<file path="src/rtl/spmd_params.svh">
////////////////////
// spmd host params: sizes, widths and host address map
////////////////////

`ifndef SPMD_PARAMS_SVH
`define SPMD_PARAMS_SVH

// tiles that must report finish
`define SPMD_NUM_TILES 4

// victim cache tag entries swept after reset
`define SPMD_TAG_ENTRIES 16

// stages between sweep done and core reset release
`define SPMD_RESET_DEPTH 3

`define SPMD_ADDR_WIDTH 16 // word addr
`define SPMD_DATA_WIDTH 32
`define SPMD_CTR_WIDTH 32

// host word addresses (byte epa >> 2)
`define SPMD_PRINT_STAT_EPA 16'h0343 // byte 0xd0c
`define SPMD_FINISH_EPA 16'h3ab4 // byte 0xead0

`endif

</file>
<file path="src/rtl/spmd_pkg.sv">
////////////////////
// spmd host package: shared vector types and sweeper states
////////////////////

`include "spmd_params.svh"

package spmd_pkg;

  // host word address
  typedef logic [`SPMD_ADDR_WIDTH-1:0] addr_t;

  typedef logic [`SPMD_DATA_WIDTH-1:0] data_t;

  // one index per tag entry
  typedef logic [$clog2(`SPMD_TAG_ENTRIES)-1:0] tag_idx_t;

  typedef logic [`SPMD_CTR_WIDTH-1:0] cycle_t; // global cycle count

  // must hold the full tile count, not just count-1
  typedef logic [$clog2(`SPMD_NUM_TILES+1)-1:0] tile_cnt_t;

  typedef enum logic [1:0] {
    SWEEP_IDLE,
    SWEEP_RUN,
    SWEEP_DONE
  } sweep_state_e;

endpackage

</file>
<file path="src/rtl/host_packet_decoder.sv">
////////////////////
// host packet decoder: registers tile writes to the host and
// turns them into print-stat and finish strobes
////////////////////

`include "spmd_params.svh"

module host_packet_decoder
  import spmd_pkg::*;
  (
    input clk_i
    ,input rst_n_i

    // write from a tile into host space
    ,input logic host_v_i
    ,input addr_t host_addr_i
    ,input data_t host_data_i

    ,output logic stat_v_o
    ,output data_t stat_tag_o

    ,output logic finish_v_o
  );

  localparam addr_t print_stat_epa_lp = `SPMD_PRINT_STAT_EPA;
  localparam addr_t finish_epa_lp = `SPMD_FINISH_EPA;

  logic v_r;
  addr_t addr_r;
  data_t data_r;

  logic is_stat;
  logic is_finish;

  // valid bit
  always_ff @(posedge clk_i) begin
    if (!rst_n_i) begin
      v_r <= 1'b0;
    end else begin
      v_r <= host_v_i;
    end
  end

  // payload
  always_ff @(posedge clk_i) begin
    if (host_v_i) begin
      addr_r <= host_addr_i;
      data_r <= host_data_i;
    end
  end

  // the two epas differ, so at most one of these fires per write
  assign is_stat = (addr_r == print_stat_epa_lp);
  assign is_finish = (addr_r == finish_epa_lp);

  assign stat_v_o = v_r & is_stat;
  assign stat_tag_o = data_r; // tag is the written word

  assign finish_v_o = v_r & is_finish;

endmodule

</file>
<file path="src/rtl/spmd_host_top.sv">
////////////////////
// spmd host top: tag sweeper and host decoder feeding the
// supervisor
////////////////////

module spmd_host_top
  import spmd_pkg::*;
  (
    input clk_i
    ,input rst_n_i

    ,input logic host_v_i
    ,input addr_t host_addr_i
    ,input data_t host_data_i

    ,output logic tag_v_o
    ,output tag_idx_t tag_idx_o

    ,output logic core_reset_o
    ,output logic print_stat_v_o
    ,output data_t print_stat_tag_o
    ,output logic finish_o
    ,output cycle_t cycle_ctr_o
  );

  logic sweep_done;
  logic stat_v;
  data_t stat_tag;
  logic finish_v;

  // vcache tag programming
  tag_init_sweeper sweeper (
    .clk_i(clk_i)
    ,.rst_n_i(rst_n_i)
    ,.tag_v_o(tag_v_o)
    ,.tag_idx_o(tag_idx_o)
    ,.sweep_done_o(sweep_done)
  );

  // host writes from tiles
  host_packet_decoder decoder (
    .clk_i(clk_i)
    ,.rst_n_i(rst_n_i)
    ,.host_v_i(host_v_i)
    ,.host_addr_i(host_addr_i)
    ,.host_data_i(host_data_i)
    ,.stat_v_o(stat_v)
    ,.stat_tag_o(stat_tag)
    ,.finish_v_o(finish_v)
  );

  spmd_supervisor supervisor (
    .clk_i(clk_i)
    ,.rst_n_i(rst_n_i)
    ,.sweep_done_i(sweep_done)
    ,.stat_v_i(stat_v)
    ,.stat_tag_i(stat_tag)
    ,.finish_v_i(finish_v)
    ,.core_reset_o(core_reset_o)
    ,.print_stat_v_o(print_stat_v_o)
    ,.print_stat_tag_o(print_stat_tag_o)
    ,.finish_o(finish_o)
    ,.cycle_ctr_o(cycle_ctr_o)
  );

endmodule

</file>
<file path="src/rtl/spmd_supervisor.sv">
////////////////////
// spmd supervisor: core reset after tag sweep, stat gating,
// finish tracking and the global cycle counter
////////////////////

`include "spmd_params.svh"

module spmd_supervisor
  import spmd_pkg::*;
  (
    input clk_i
    ,input rst_n_i

    ,input logic sweep_done_i

    // decoded host events
    ,input logic stat_v_i
    ,input data_t stat_tag_i
    ,input logic finish_v_i

    ,output logic core_reset_o

    ,output logic print_stat_v_o
    ,output data_t print_stat_tag_o

    ,output logic finish_o
    ,output cycle_t cycle_ctr_o
  );

  localparam int depth_lp = `SPMD_RESET_DEPTH;
  localparam tile_cnt_t last_tile_lp = tile_cnt_t'(`SPMD_NUM_TILES - 1);

  logic [depth_lp-1:0] reset_chain_r;

  tile_cnt_t finish_cnt_r;
  logic finish_r;
  logic finish_count_v;

  cycle_t ctr_r;

  // core reset held until tag sweep is done, then delayed
  always_ff @(posedge clk_i) begin
    if (!rst_n_i) begin
      reset_chain_r <= '1;
    end else begin
      reset_chain_r[0] <= ~sweep_done_i;
      for (int i = 1; i < depth_lp; i++) begin
        reset_chain_r[i] <= reset_chain_r[i-1];
      end
    end
  end

  assign core_reset_o = reset_chain_r[depth_lp-1];

  // stats only from running cores
  assign print_stat_v_o = stat_v_i & ~core_reset_o;
  assign print_stat_tag_o = stat_tag_i;

  // finish pulses while cores are out of reset
  assign finish_count_v = finish_v_i & ~core_reset_o & ~finish_r;

  always_ff @(posedge clk_i) begin
    if (!rst_n_i) begin
      finish_cnt_r <= '0;
      finish_r <= 1'b0;
    end else if (finish_count_v) begin
      finish_cnt_r <= finish_cnt_r + tile_cnt_t'(1);
      if (finish_cnt_r == last_tile_lp) begin
        finish_r <= 1'b1; // last tile reported
      end
    end
  end

  assign finish_o = finish_r;

  // global counter, runs from core reset release up to finish
  always_ff @(posedge clk_i) begin
    if (!rst_n_i || core_reset_o) begin
      ctr_r <= '0;
    end else if (!finish_r) begin
      ctr_r <= ctr_r + cycle_t'(1);
    end
  end

  assign cycle_ctr_o = ctr_r; // frozen once finish is up

endmodule

</file>
<file path="src/rtl/tag_init_sweeper.sv">
////////////////////
// tag init sweeper: writes every vcache tag entry invalid once
// after reset, then holds done high
////////////////////

`include "spmd_params.svh"

module tag_init_sweeper
  import spmd_pkg::*;
  (
    input clk_i
    ,input rst_n_i

    ,output logic tag_v_o
    ,output tag_idx_t tag_idx_o

    ,output logic sweep_done_o
  );

  localparam tag_idx_t last_idx_lp = tag_idx_t'(`SPMD_TAG_ENTRIES - 1);

  sweep_state_e state_r;
  sweep_state_e state_n;
  tag_idx_t idx_r;
  tag_idx_t idx_n;
  logic last_idx;

  assign last_idx = (idx_r == last_idx_lp);

  // next state
  always_comb begin
    state_n = state_r;
    idx_n = idx_r;
    case (state_r)
      SWEEP_IDLE: begin
        state_n = SWEEP_RUN;
      end
      SWEEP_RUN: begin
        if (last_idx) begin
          state_n = SWEEP_DONE;
        end else begin
          idx_n = idx_r + tag_idx_t'(1);
        end
      end
      SWEEP_DONE: begin
        state_n = SWEEP_DONE; // park here until reset
      end
      default: begin
        state_n = SWEEP_IDLE;
      end
    endcase
  end

  always_ff @(posedge clk_i) begin
    if (!rst_n_i) begin
      state_r <= SWEEP_IDLE;
      idx_r <= '0;
    end else begin
      state_r <= state_n;
      idx_r <= idx_n;
    end
  end

  // one invalidate write per cycle while running
  assign tag_v_o = (state_r == SWEEP_RUN);
  assign tag_idx_o = idx_r;

  assign sweep_done_o = (state_r == SWEEP_DONE);

endmodule

</file>
<file path="config.mk">
export PLATFORM = sky130hd
export DESIGN_NAME = spmd_host_top
export DESIGN_NICKNAME = d
export VERILOG_FILES = /design/src/rtl/spmd_pkg.sv /design/src/rtl/host_packet_decoder.sv /design/src/rtl/spmd_host_top.sv /design/src/rtl/spmd_supervisor.sv /design/src/rtl/tag_init_sweeper.sv
export VERILOG_INCLUDE_DIRS = /design/src /design/src/rtl
export SDC_FILE = /design/constraint.sdc
export NUM_CORES = 1
export LEC_CHECK = 0
export BUFFER_PORTS_ARGS = -buffer_cell sky130_fd_sc_hd__buf_2
export CAP_MARGIN = 20
export CORE_ASPECT_RATIO = 0.7
export CORE_MARGIN = 1
export CORE_UTILIZATION = 45
export DETAILED_ROUTE_END_ITERATION = 7
export PLACE_DENSITY = 0.84
export SKIP_CTS_REPAIR_TIMING = 1
export SYNTH_ARGS = -nofsm -noshare
export SYNTH_HDL_FRONTEND = slang
export SYNTH_SLANG_ARGS = --single-unit
</file>
<file path="constraint.sdc">
create_clock -name clk_i -period 2.74 [get_ports clk_i]
set_input_delay 0.274 -clock clk_i [delete_from_list [all_inputs] [get_ports clk_i]]
set_output_delay 0.274 -clock clk_i [all_outputs]
set_load 0.02 [all_outputs]
</file>
==> results of run 1 <==
[cell usage in the layout, fill, tap and decap left out, types with 2 or more instances in the layout]
cell type and instances:
and3_1 5, edfxtp_1 48, nand4_2 2, dfxtp_1 46, nor2_1 19, and4_1 3
or4_1 12, ha_1 7, o31ai_1 11, or3_1 7, xor2_1 12, nand2b_1 3
nor4_1 2, and2_1 2, xnor2_1 3, nand2_1 15, clkinv_4 2, inv_6 3
a21oi_1 24, nand4_1 7, and4b_1 5, nor3_1 2, nor4b_1 2, nand3_1 17
buf_4 3, clkbuf_16 9, inv_1 8, o21ai_0 8, buf_2 122
[worst max-delay path, delay by kind of cell (launching register included)]
kind | cells | cell delay, ns
adder cells (fa/ha/maj) | 1 | 0.18
AND/OR/NAND/NOR | 3 | 1.40
flip-flops | 1 | 0.39
AO/OA/AOI/OAI | 1 | 0.15
[cell families (layout without fill, tap and decap cells)]
group / after synthesis / count (layout)
AOI/OAI and AO/OA: 45 / 45
xor gates and xnor gates: 15 / 15
adders and majority gates: 7 / 7
and+or+nand+nor: 107 / 107
muxes: 2 / 2
DFF: 94 / 94
buffers and inverters: 21 / 150
[flip-flops by register name, summed over array words and instances, names as in the netlist]
signal                    cells
decoder.stat_tag_o           32
supervisor.cycle_ctr_o       32
decoder.addr_r               16
sweeper.tag_idx_o             4
supervisor.finish_cnt_r       3
supervisor.reset_chain_r      3
sweeper.state_r               2
decoder.v_r                   1
supervisor.finish_o           1
[where the power goes]
part | switching, mW | internal [mW]
Sequential | 0.0388 | 1.57
Combinational | 0.188 | 0.110
Clock | 0.535 | 0.625
Total | 0.762 | 2.31
[cell type report]
class	count	area [um2]	area share, %
tap	98	123	2.69
inverter	9	33.8	0.741
multi-input combinational	176	1130	24.7
clock buffer	9	225	4.94
timing repair buffer	125	633	13.9
sequential	94	2360	51.8
clock inverter	7	56.3	1.23
[worst max-delay path by stage]
stage | cells past startpoint | end | startpoint | slack [ns]
3_5_place_dp | 5 | supervisor.cycle_ctr_o[28] | supervisor.cycle_ctr_o[0] | 0.57
5_1_grt | 5 | supervisor.cycle_ctr_o[28] | supervisor.cycle_ctr_o[0] | 0.29
6_report | 5 | supervisor.cycle_ctr_o[28] | supervisor.cycle_ctr_o[0] | 0.54
4_1_cts | 5 | supervisor.cycle_ctr_o[28] | supervisor.cycle_ctr_o[0] | 0.55
2_1_floorplan | 4 | supervisor.cycle_ctr_o[31] | supervisor.cycle_ctr_o[23] | 0.76
3_3_place_gp | 5 | supervisor.cycle_ctr_o[28] | supervisor.cycle_ctr_o[0] | 0.67
[routing by layer]
metal	vias to the layer above	global-route usage [%]
met3	12	6.72
met5	-	0
li1	1331	-
met4	0	6.62
met1	1288	22.1
met2	72	29.4
==> summary.txt, run 1 <==
Finish
  • Synth-to-Final Area Change: 26.6%
  • Final net count: around 470
  • N_diodes: 0
  • Final non-filler cell total: between 500 and 600
  • Fraction of layout cells with a size suffix above 1: 34.5%
  • Fillers: between 600 and 700
  • Final instance area: 4560 um2
  • Final Util: just over 60%

STA
  • Worst relative slew slack: between 30% and 40%
  • Final Hold Fails: 0
  • Worst slew pin tran: 1.05 ns
  • Worst hold slack: 0.102 ns
  • Post-route worst setup slack: between 0.5 and 0.6 ns
  • Unrepaired setup endpoints after global routing: no
  • Fmax: 0.454 GHz
  • Final setup violation count: 0
  • Final slew viol count: 0
  • Fin crit share: 80.3%
  • Min Tclk post-route: 2.20 ns
  • Skew final: between 0.006 and 0.007 ns
  • Setup TNS: 0 ns

Synthesis
  • Post-Syn Instances: 291
  • Ys Warns: 0
  • Post-Syn Area per Cell: 12.4 um2
  • Post-Synth Adder-Cell Area: under 10%
  • Post-synthesis cell area: 3600 um2
  • Fraction of registers with async set/reset: 0%
  • Largest family of logic cells by synthesized area: simple AND/OR/NAND/NOR gates
  • Synth Area in Compound Gates: under 10%
  • #FFs+latches synth: 94
  • Sequential fraction of the synthesis area: approximately 66%
  • Post-synth top area share: 40.0%
  • Simple-Gate Fraction of Synth Area: between 15 and 20%
  • Most frequent cell after synthesis: edfxtp_1
  • Commonest cells in the netlist: edfxtp_1, dfxtp_1, a21oi_1
  • Distinct cells, synth: 36
  • Ys flop type: edfxtp_1
  • EDFF count, synth: 48
  • Cell accounting for the most synthesized area: edfxtp_1
  • Synth area leaders: edfxtp_1, dfxtp_1, a21oi_1
  • Mux cell area share after synthesis: 0.590%
  • Post-Synth XOR/XNOR Area: 3.65%
  • Post-Syn Nets: 349

Min path
  • Hold Startpoint: host_data_i[7]
  • Min-delay worst type: in2reg
  • Hold depth: 1
  • Endpoint of the worst hold path: decoder.stat_tag_o[7]

Route
  • Via Count: 2,703
  • Antenna viol nets, final: 0
  • WL met3: 436 um
  • Top routing layer in use: met4
  • Avg WL per Cell: about 14 um
  • Wire length on met1: 3.18 mm
  • Final WL: slightly above 7 mm
  • Via density per instance: 5.22
  • Initial DRC count: 162
  • Metal2 WL: ~3.5 mm
  • DRC violation count after routing: 0
  • Pre-antenna DRT Iters: 4

Setup path
  • Crit-path max cell delay: 0.62 ns
  • CP startpoint kind: flop
  • Worst Path Max Fanout: 16
  • FF-to-FF path depth: 5
  • Worst setup path class: reg2reg
  • Flop2flop setup slack: between 0.5 and 0.6 ns
  • Crit-path cells: ha_1, and4b_1, nand3_1, or4_1, a21oi_1
  • Crit-path slowest cell: or4_1
  • Reg2reg start: supervisor.cycle_ctr_o[0]
  • Arrival time at the worst endpoint: around 2.5 ns
  • Crit end category: flop
  • R2R Path End: supervisor.cycle_ctr_o[28]
  • WP data required: 3.01 ns

Clock tree
  • Clock Pin Slew Worst Setup and Hold Paths: 0.07 ns
  • Worst-Skew Late Latency: 0.34 ns
  • CTS sink cnt: 94
  • Longest Clk Path Bufs: 2
  • Clock root cell: clkbuf_16
  • CTS Buf Count: 9
  • CTS tree: yes
  • H-tree levels: 3

Die
  • Row count: 26
  • Die Span X: 109 um
  • I/O pins: around 120
  • Full die area: 8370 um2
  • Core Region: 7510 um2
  • Initial Util: ~48%
  • Die height: 76.9 um

Global route
  • Tot GR Track Use: 18.2%
  • Global-route wire length before repair: 11.7 mm
  • Vias in the first global route: roughly 2,500
  • Gr ovfl total: 0
  • Largest net degree at the start of global routing: 50
  • Initial antenna violation count: 0

Place
  • Port Buffer Count: 122
  • Worst slack at placement: 0.568 ns
  • Placed cell area: 4280 um2
  • Post-DP HPWL: 5.23 mm
  • Placed cell count: around 500
  • Gpl congestion: between 0.7 and 0.8

Power and ir drop
  • Total Power: 3.07 mW
  • PwrDens: between 600 and 700 nW/um2
  • LEAKAGE: 1.83 nW
  • Peak supply drop: 0.536 mV

Flow run
  • Max-cap violations: 0

Outcome
  • Outcome: finished clean
Note: power is estimated with default switching activity, not from simulation.
==> run 2: changes to the inputs <==
==> constraint.sdc (replaced) <==
create_clock -name clk_i -period 2.14 [get_ports clk_i]
set_input_delay 0.214 -clock clk_i [delete_from_list [all_inputs] [get_ports clk_i]]
set_output_delay 0.214 -clock clk_i [all_outputs]
set_load 0.02 [all_outputs]
==> summary.txt, run 2 (synthesis gave the netlist of run 1 again) <==
Outcome
  • Outcome: finished clean

Route
  • WL met3: 384 um (-12%)
  • Avg WL per Cell: 14.2 um (+1.0%)
  • DRC violation count after routing: 0 (unchanged)
  • Wire length on met1: 3.31 mm (+3.9%)
  • Initial DRC count: 219 (+35%)
  • Final WL: 7.42 mm (+2.2%)
  • Top routing layer in use: met4
  • Pre-antenna DRT Iters: 4 (unchanged)
  • Via Count: 2,751 (+1.8%)
  • Via density per instance: 5.25 (+0.61%)
  • Metal2 WL: 3.65 mm (+3.9%)
  • Antenna viol nets, final: 0 (unchanged)

Die
  • Die Span X: 109 um (unchanged)
  • Full die area: 8370 um2 (unchanged)
  • Core Region: 7510 um2 (unchanged)
  • Initial Util: 47.9% (unchanged)
  • I/O pins: 123 (unchanged)
  • Row count: 26 (unchanged)
  • Die height: 76.9 um (unchanged)

Global route
  • Gr ovfl total: 0 (unchanged)
  • Global-route wire length before repair: 12.2 mm (+4.4%)
  • Tot GR Track Use: 18.7% (+0.54 points)
  • Vias in the first global route: 2,618 (+5.8%)
  • Largest net degree at the start of global routing: 29 (-42%)
  • Initial antenna violation count: 0 (unchanged)

STA
  • Final Hold Fails: 0 (unchanged)
  • Fmax: 0.493 GHz (+8.4%)
  • Skew final: 0.00569 ns (-0.000492 ns)
  • Setup TNS: 0 ns (unchanged)
  • Final setup violation count: 0 (unchanged)
  • Fin crit share: 94.9% (+15 points)
  • Unrepaired setup endpoints after global routing: no
  • Worst slew pin tran: 0.525 ns (-0.521 ns)
  • Post-route worst setup slack: 0.110 ns (-0.429 ns)
  • Final slew viol count: 0 (unchanged)
  • Worst relative slew slack: 65.0% (+35 points)
  • Min Tclk post-route: 2.03 ns (-0.171 ns)

Clock tree
  • Worst-Skew Late Latency: 0.34 ns (about the same)
  • CTS tree: yes
  • H-tree levels: 3 (unchanged)
  • CTS sink cnt: 94 (unchanged)
  • CTS Buf Count: 9 (unchanged)
  • Clock root cell: clkbuf_16
  • Longest Clk Path Bufs: 2 (unchanged)
  • Clock Pin Slew Worst Setup and Hold Paths: 0.07 ns (about the same)

Power and ir drop
  • Internal Power: 3.08 mW (+33%)
  • Peak supply drop: 0.591 mV (+10%)
  • Total Power: 4.05 mW (+32%)
  • Part of the power in registers: 51.0% (-1.5 points)
  • Psw: 971 uW (+28%)
  • Gate power share: 9.6% (about the same)
  • PwrDens: 868 nW/um2 (+29%)
  • Clk pwr share: 39.5% (+1.7 points)
  • Sw Share: 24.0% (-0.83 points)
  • LEAKAGE: 1.88 nW (+2.8%)

Setup path
  • Crit-path cells: nand4_1, or4_1, nor4_1, mux2_2
  • Worst Path Max Fanout: 7 (-9)
  • Crit-path slowest cell: or4_1
  • WP data required: 2.36 ns (-0.65 ns)
  • Worst setup path class: reg2reg
  • CP startpoint kind: flop
  • FF-to-FF path depth: 4 (-1)
  • Arrival time at the worst endpoint: 2.25 ns (-0.22 ns)
  • Crit-path max cell delay: 0.59 ns (-0.03 ns)
  • Crit end category: flop

Finish
  • Final net count: 479 (+1.3%)
  • Sequential Area: 2360 um2 (unchanged)
  • Most frequent cells in the layout: buf_2, edfxtp_1, dfxtp_1
  • Most common cell after layout, fill and taps aside: buf_2
  • Synth-to-Final Area Change: 29.6%
  • N_diodes: 0 (unchanged)
  • Fillers: 609 (-3.3%)
  • Final Util: 62.1% (+1.4 points)
  • Area occupied by multi-input gates: 1140 um2 (+1.2%)
  • Final instance area: 4670 um2 (+2.4%)
  • Fraction of layout cells with a size suffix above 1: 36.2% (+1.6 points)

Flow run
  • Max-cap violations: 0 (unchanged)

Min path
  • Hold depth: 1 (unchanged)
  • Min-delay worst type: in2reg

Place
  • Port Buffer Count: 122 (unchanged)
  • Post-DP HPWL: 5.36 mm (+2.5%)
  • Placed cell area: 4330 um2 (+1.1%)
  • Gpl congestion: 0.745 (-4.4%)
  • Worst slack at placement: 0.132 ns (-0.436 ns)
[run 2: cell count changes in the layout (fill, tap and decap cells not counted), sizes merged]
cell and change:
buf +6, clkinv -1, bufinv +1
[run 2: per-layer routing]
layer	up-vias	GRT usage (%)
met5	-	0
met1	1319	22.6
met4	0	6.22
met3	10	6.21
li1	1344	-
met2	78	31.3
[run 2: through the flow]
step,std cells,hold slack (ns)
6_report,524,0.0466
5_1_grt,524,0.0281
4_1_cts,521,0.0351
3_5_place_dp,505,0.392
3_3_place_gp,505,0.389
2_1_floorplan,291,0.283
[run 2: final timing paths]
check	from	to	slack (ns)
max	supervisor.cycle_ctr_o[24]	supervisor.cycle_ctr_o[31]	0.11
min	host_data_i[20]	decoder.stat_tag_o[20]	0.05
max reg2reg	supervisor.cycle_ctr_o[24]	supervisor.cycle_ctr_o[31]	0.11
min reg2reg	supervisor.reset_chain_r[0]	supervisor.reset_chain_r[1]	0.41
[run 2: final cells by class]
class                      count  area share (%)
clock buffer                   9            4.82
inverter                       9           0.724
clock inverter                 7            1.72
tap                           98            2.63
timing repair buffer         131            15.1
sequential                    94            50.6
multi-input combinational    176            24.4
[run 2: critical path: cells and delay by family (launching register included)]
kind | cells | cell delay, ns
AND/OR/NAND/NOR | 3 | 1.10
flip-flops | 1 | 0.44
multiplexers | 1 | 0.37
[run 2: power by group through the flow]
stage          logic, mW  clock network [mW]  registers, mW
2_1_floorplan      0.141                   0           2.18
3_3_place_gp       0.370                   0           2.10
3_5_place_dp       0.391                   0           2.10
4_1_cts            0.393                1.64           2.07
5_1_grt            0.430                1.71           2.08
6_report           0.388                1.60           2.06
==> run 3: changes to the inputs <==
--- a/config.mk
+++ b/config.mk
@@ -13,6 +13,7 @@
 export CORE_UTILIZATION = 45
 export DETAILED_ROUTE_END_ITERATION = 7
 export PLACE_DENSITY = 0.84
+export RECOVER_POWER = 100
 export SKIP_CTS_REPAIR_TIMING = 1
 export SYNTH_ARGS = -nofsm -noshare
 export SYNTH_HDL_FRONTEND = slang
==> summary.txt, run 3 (synthesis gave the netlist of run 1 again) <==
Clock tree
  • Worst-Skew Late Latency: 0.34 ns (about the same)
  • CTS Buf Count: 9 (unchanged)
  • CTS tree: yes
  • Clock root cell: clkbuf_16
  • Clock Pin Slew Worst Setup and Hold Paths: 0.07 ns (about the same)
  • Longest Clk Path Bufs: 2 (unchanged)
  • CTS sink cnt: 94 (unchanged)
  • H-tree levels: 3 (unchanged)

Place
  • Post-DP HPWL: 5.36 mm (unchanged)
  • Port Buffer Count: 122 (unchanged)
  • Gpl congestion: 0.745 (unchanged)
  • Worst slack at placement: 0.132 ns (unchanged)

Die
  • Initial Util: 47.9% (unchanged)
  • Row count: 26 (unchanged)
  • I/O pins: 123 (unchanged)
  • Full die area: 8370 um2 (unchanged)
  • Die Span X: 109 um (unchanged)
  • Core Region: 7510 um2 (unchanged)
  • Die height: 76.9 um (unchanged)

Finish
  • Fraction of layout cells with a size suffix above 1: 18.8% (-17 points)
  • Most common cell after layout, fill and taps aside: clkbuf_1
  • Most frequent cells in the layout: clkbuf_1, buf_2, edfxtp_1
  • N_diodes: 0 (unchanged)
  • Sequential Area: 2360 um2 (unchanged)
  • Area occupied by multi-input gates: 1130 um2 (-0.55%)
  • Synth-to-Final Area Change: 26.1%
  • Fillers: 655 (+7.6%)
  • Final net count: 479 (unchanged)

STA
  • Unrepaired setup endpoints after global routing: no
  • Final setup violation count: 0 (unchanged)
  • Fmax: 0.493 GHz (about the same)
  • Worst relative slew slack: 28.5% (-37 points)
  • Final Hold Fails: 0 (unchanged)
  • Min Tclk post-route: 2.03 ns (+0.000487 ns)
  • Fin crit share: 94.9% (about the same)
  • Worst slew pin tran: 1.07 ns (+0.548 ns)
  • Skew final: 0.00632 ns (+0.000624 ns)
  • Final slew viol count: 0 (unchanged)
  • Post-route worst setup slack: 0.110 ns (-0.000487 ns)

Setup path
  • Crit end category: flop
  • Worst path top cell family by delay: simple AND/OR/NAND/NOR gates
  • Crit-path slowest cell: or4_1
  • CP startpoint kind: flop
  • Worst Path Buf+Inv: 0 (unchanged)
  • Crit-path max cell delay: 0.59 ns (about the same)
  • Worst Path Max Fanout: 7 (unchanged)
  • Crit-path cells: nand4_1, or4_1, nor4_1, mux2_2
  • Worst setup path class: reg2reg
  • Arrival time at the worst endpoint: 2.25 ns (about the same)
  • WP data required: 2.36 ns (about the same)

Route
  • Antenna viol nets, final: 0 (unchanged)
  • Pre-antenna DRT Iters: 4 (unchanged)
  • Via Count: 2,785 (+1.2%)
  • Final WL: 7.44 mm (+0.32%)
  • DRC violation count after routing: 0 (unchanged)
  • Via density per instance: 5.31 (+1.2%)
  • Avg WL per Cell: 14.2 um (+0.32%)
  • Initial DRC count: 176 (-20%)

Global route
  • Initial antenna violation count: 0 (unchanged)
  • Global-route wire length before repair: 12.2 mm (unchanged)
  • Vias in the first global route: 2,618 (unchanged)
  • Tot GR Track Use: 18.7% (unchanged)
  • Largest net degree at the start of global routing: 29 (unchanged)
  • Gr ovfl total: 0 (unchanged)

Power and ir drop
  • Total Power: 4.03 mW (-0.52%)
  • PwrDens: 887 nW/um2 (+2.3%)
  • LEAKAGE: 1.60 nW (-15%)
  • Peak supply drop: 0.632 mV (+6.9%)

Flow run
  • Max-cap violations: 0 (unchanged)

Outcome
  • Outcome: finished clean

Min path
  • Min-delay worst type: in2reg
==> run 3: changes by cell type in the layout (fill, tap and decap cells not counted), sizes merged <==
cell	change
clkbuf	+74
buf	-74
==> run 3: routing by layer <==
| layer | GRT usage [%] | share of wire, % | up-vias | wire, um |
|---|---|---|---|---|
| met5 | 0 | 0 | - | 0 |
| met4 | 6.22 | 0.85 | 0 | 63 |
| met3 | 6.21 | 6.0 | 8 | 446 |
| met2 | 31.3 | 49 | 97 | 3640 |
| met1 | 22.6 | 44 | 1337 | 3290 |
| li1 | - | - | 1343 | - |
==> run 3: path summary, 6_finish.rpt <==
| kind | cells past startpoint | slack [ns] | startpoint | endpoint |
|---|---|---|---|---|
| min reg2reg | 1 | 0.41 | supervisor.reset_chain_r[0] | supervisor.reset_chain_r[1] |
| max | 4 | 0.11 | supervisor.cycle_ctr_o[24] | supervisor.cycle_ctr_o[31] |
| max reg2reg | 4 | 0.11 | supervisor.cycle_ctr_o[24] | supervisor.cycle_ctr_o[31] |
| min | 1 | 0.05 | host_data_i[20] | decoder.stat_tag_o[20] |
==> run 3: final cells by class <==
class,count,share of cell area [%]
inverter,9,0.744
tap,98,2.70
clock inverter,7,1.76
clock buffer,9,4.96
multi-input combinational,176,25.0
sequential,94,52.0
timing repair buffer,131,12.8
==> run 3: stage by stage <==
stage	instances	TNS, ns	util, %	hold WS, ns	area [um2]
final	524	0	60.4	0.0456	4540
after global placement	505	0	57.6	0.389	4330
after floorplan	291	0	-	0.283	3600
after global routing	524	0	60.4	0.0281	4540
after CTS	521	-0.00800	61.6	0.0351	4630
after detailed placement	505	0	57.6	0.392	4330
==> run 3: where the power goes <==
group	switching [mW]	internal [mW]	leakage, nW
Clock	0.678	0.921	0.148
Sequential	0.0533	2.01	0.841
Combinational	0.242	0.122	0.607
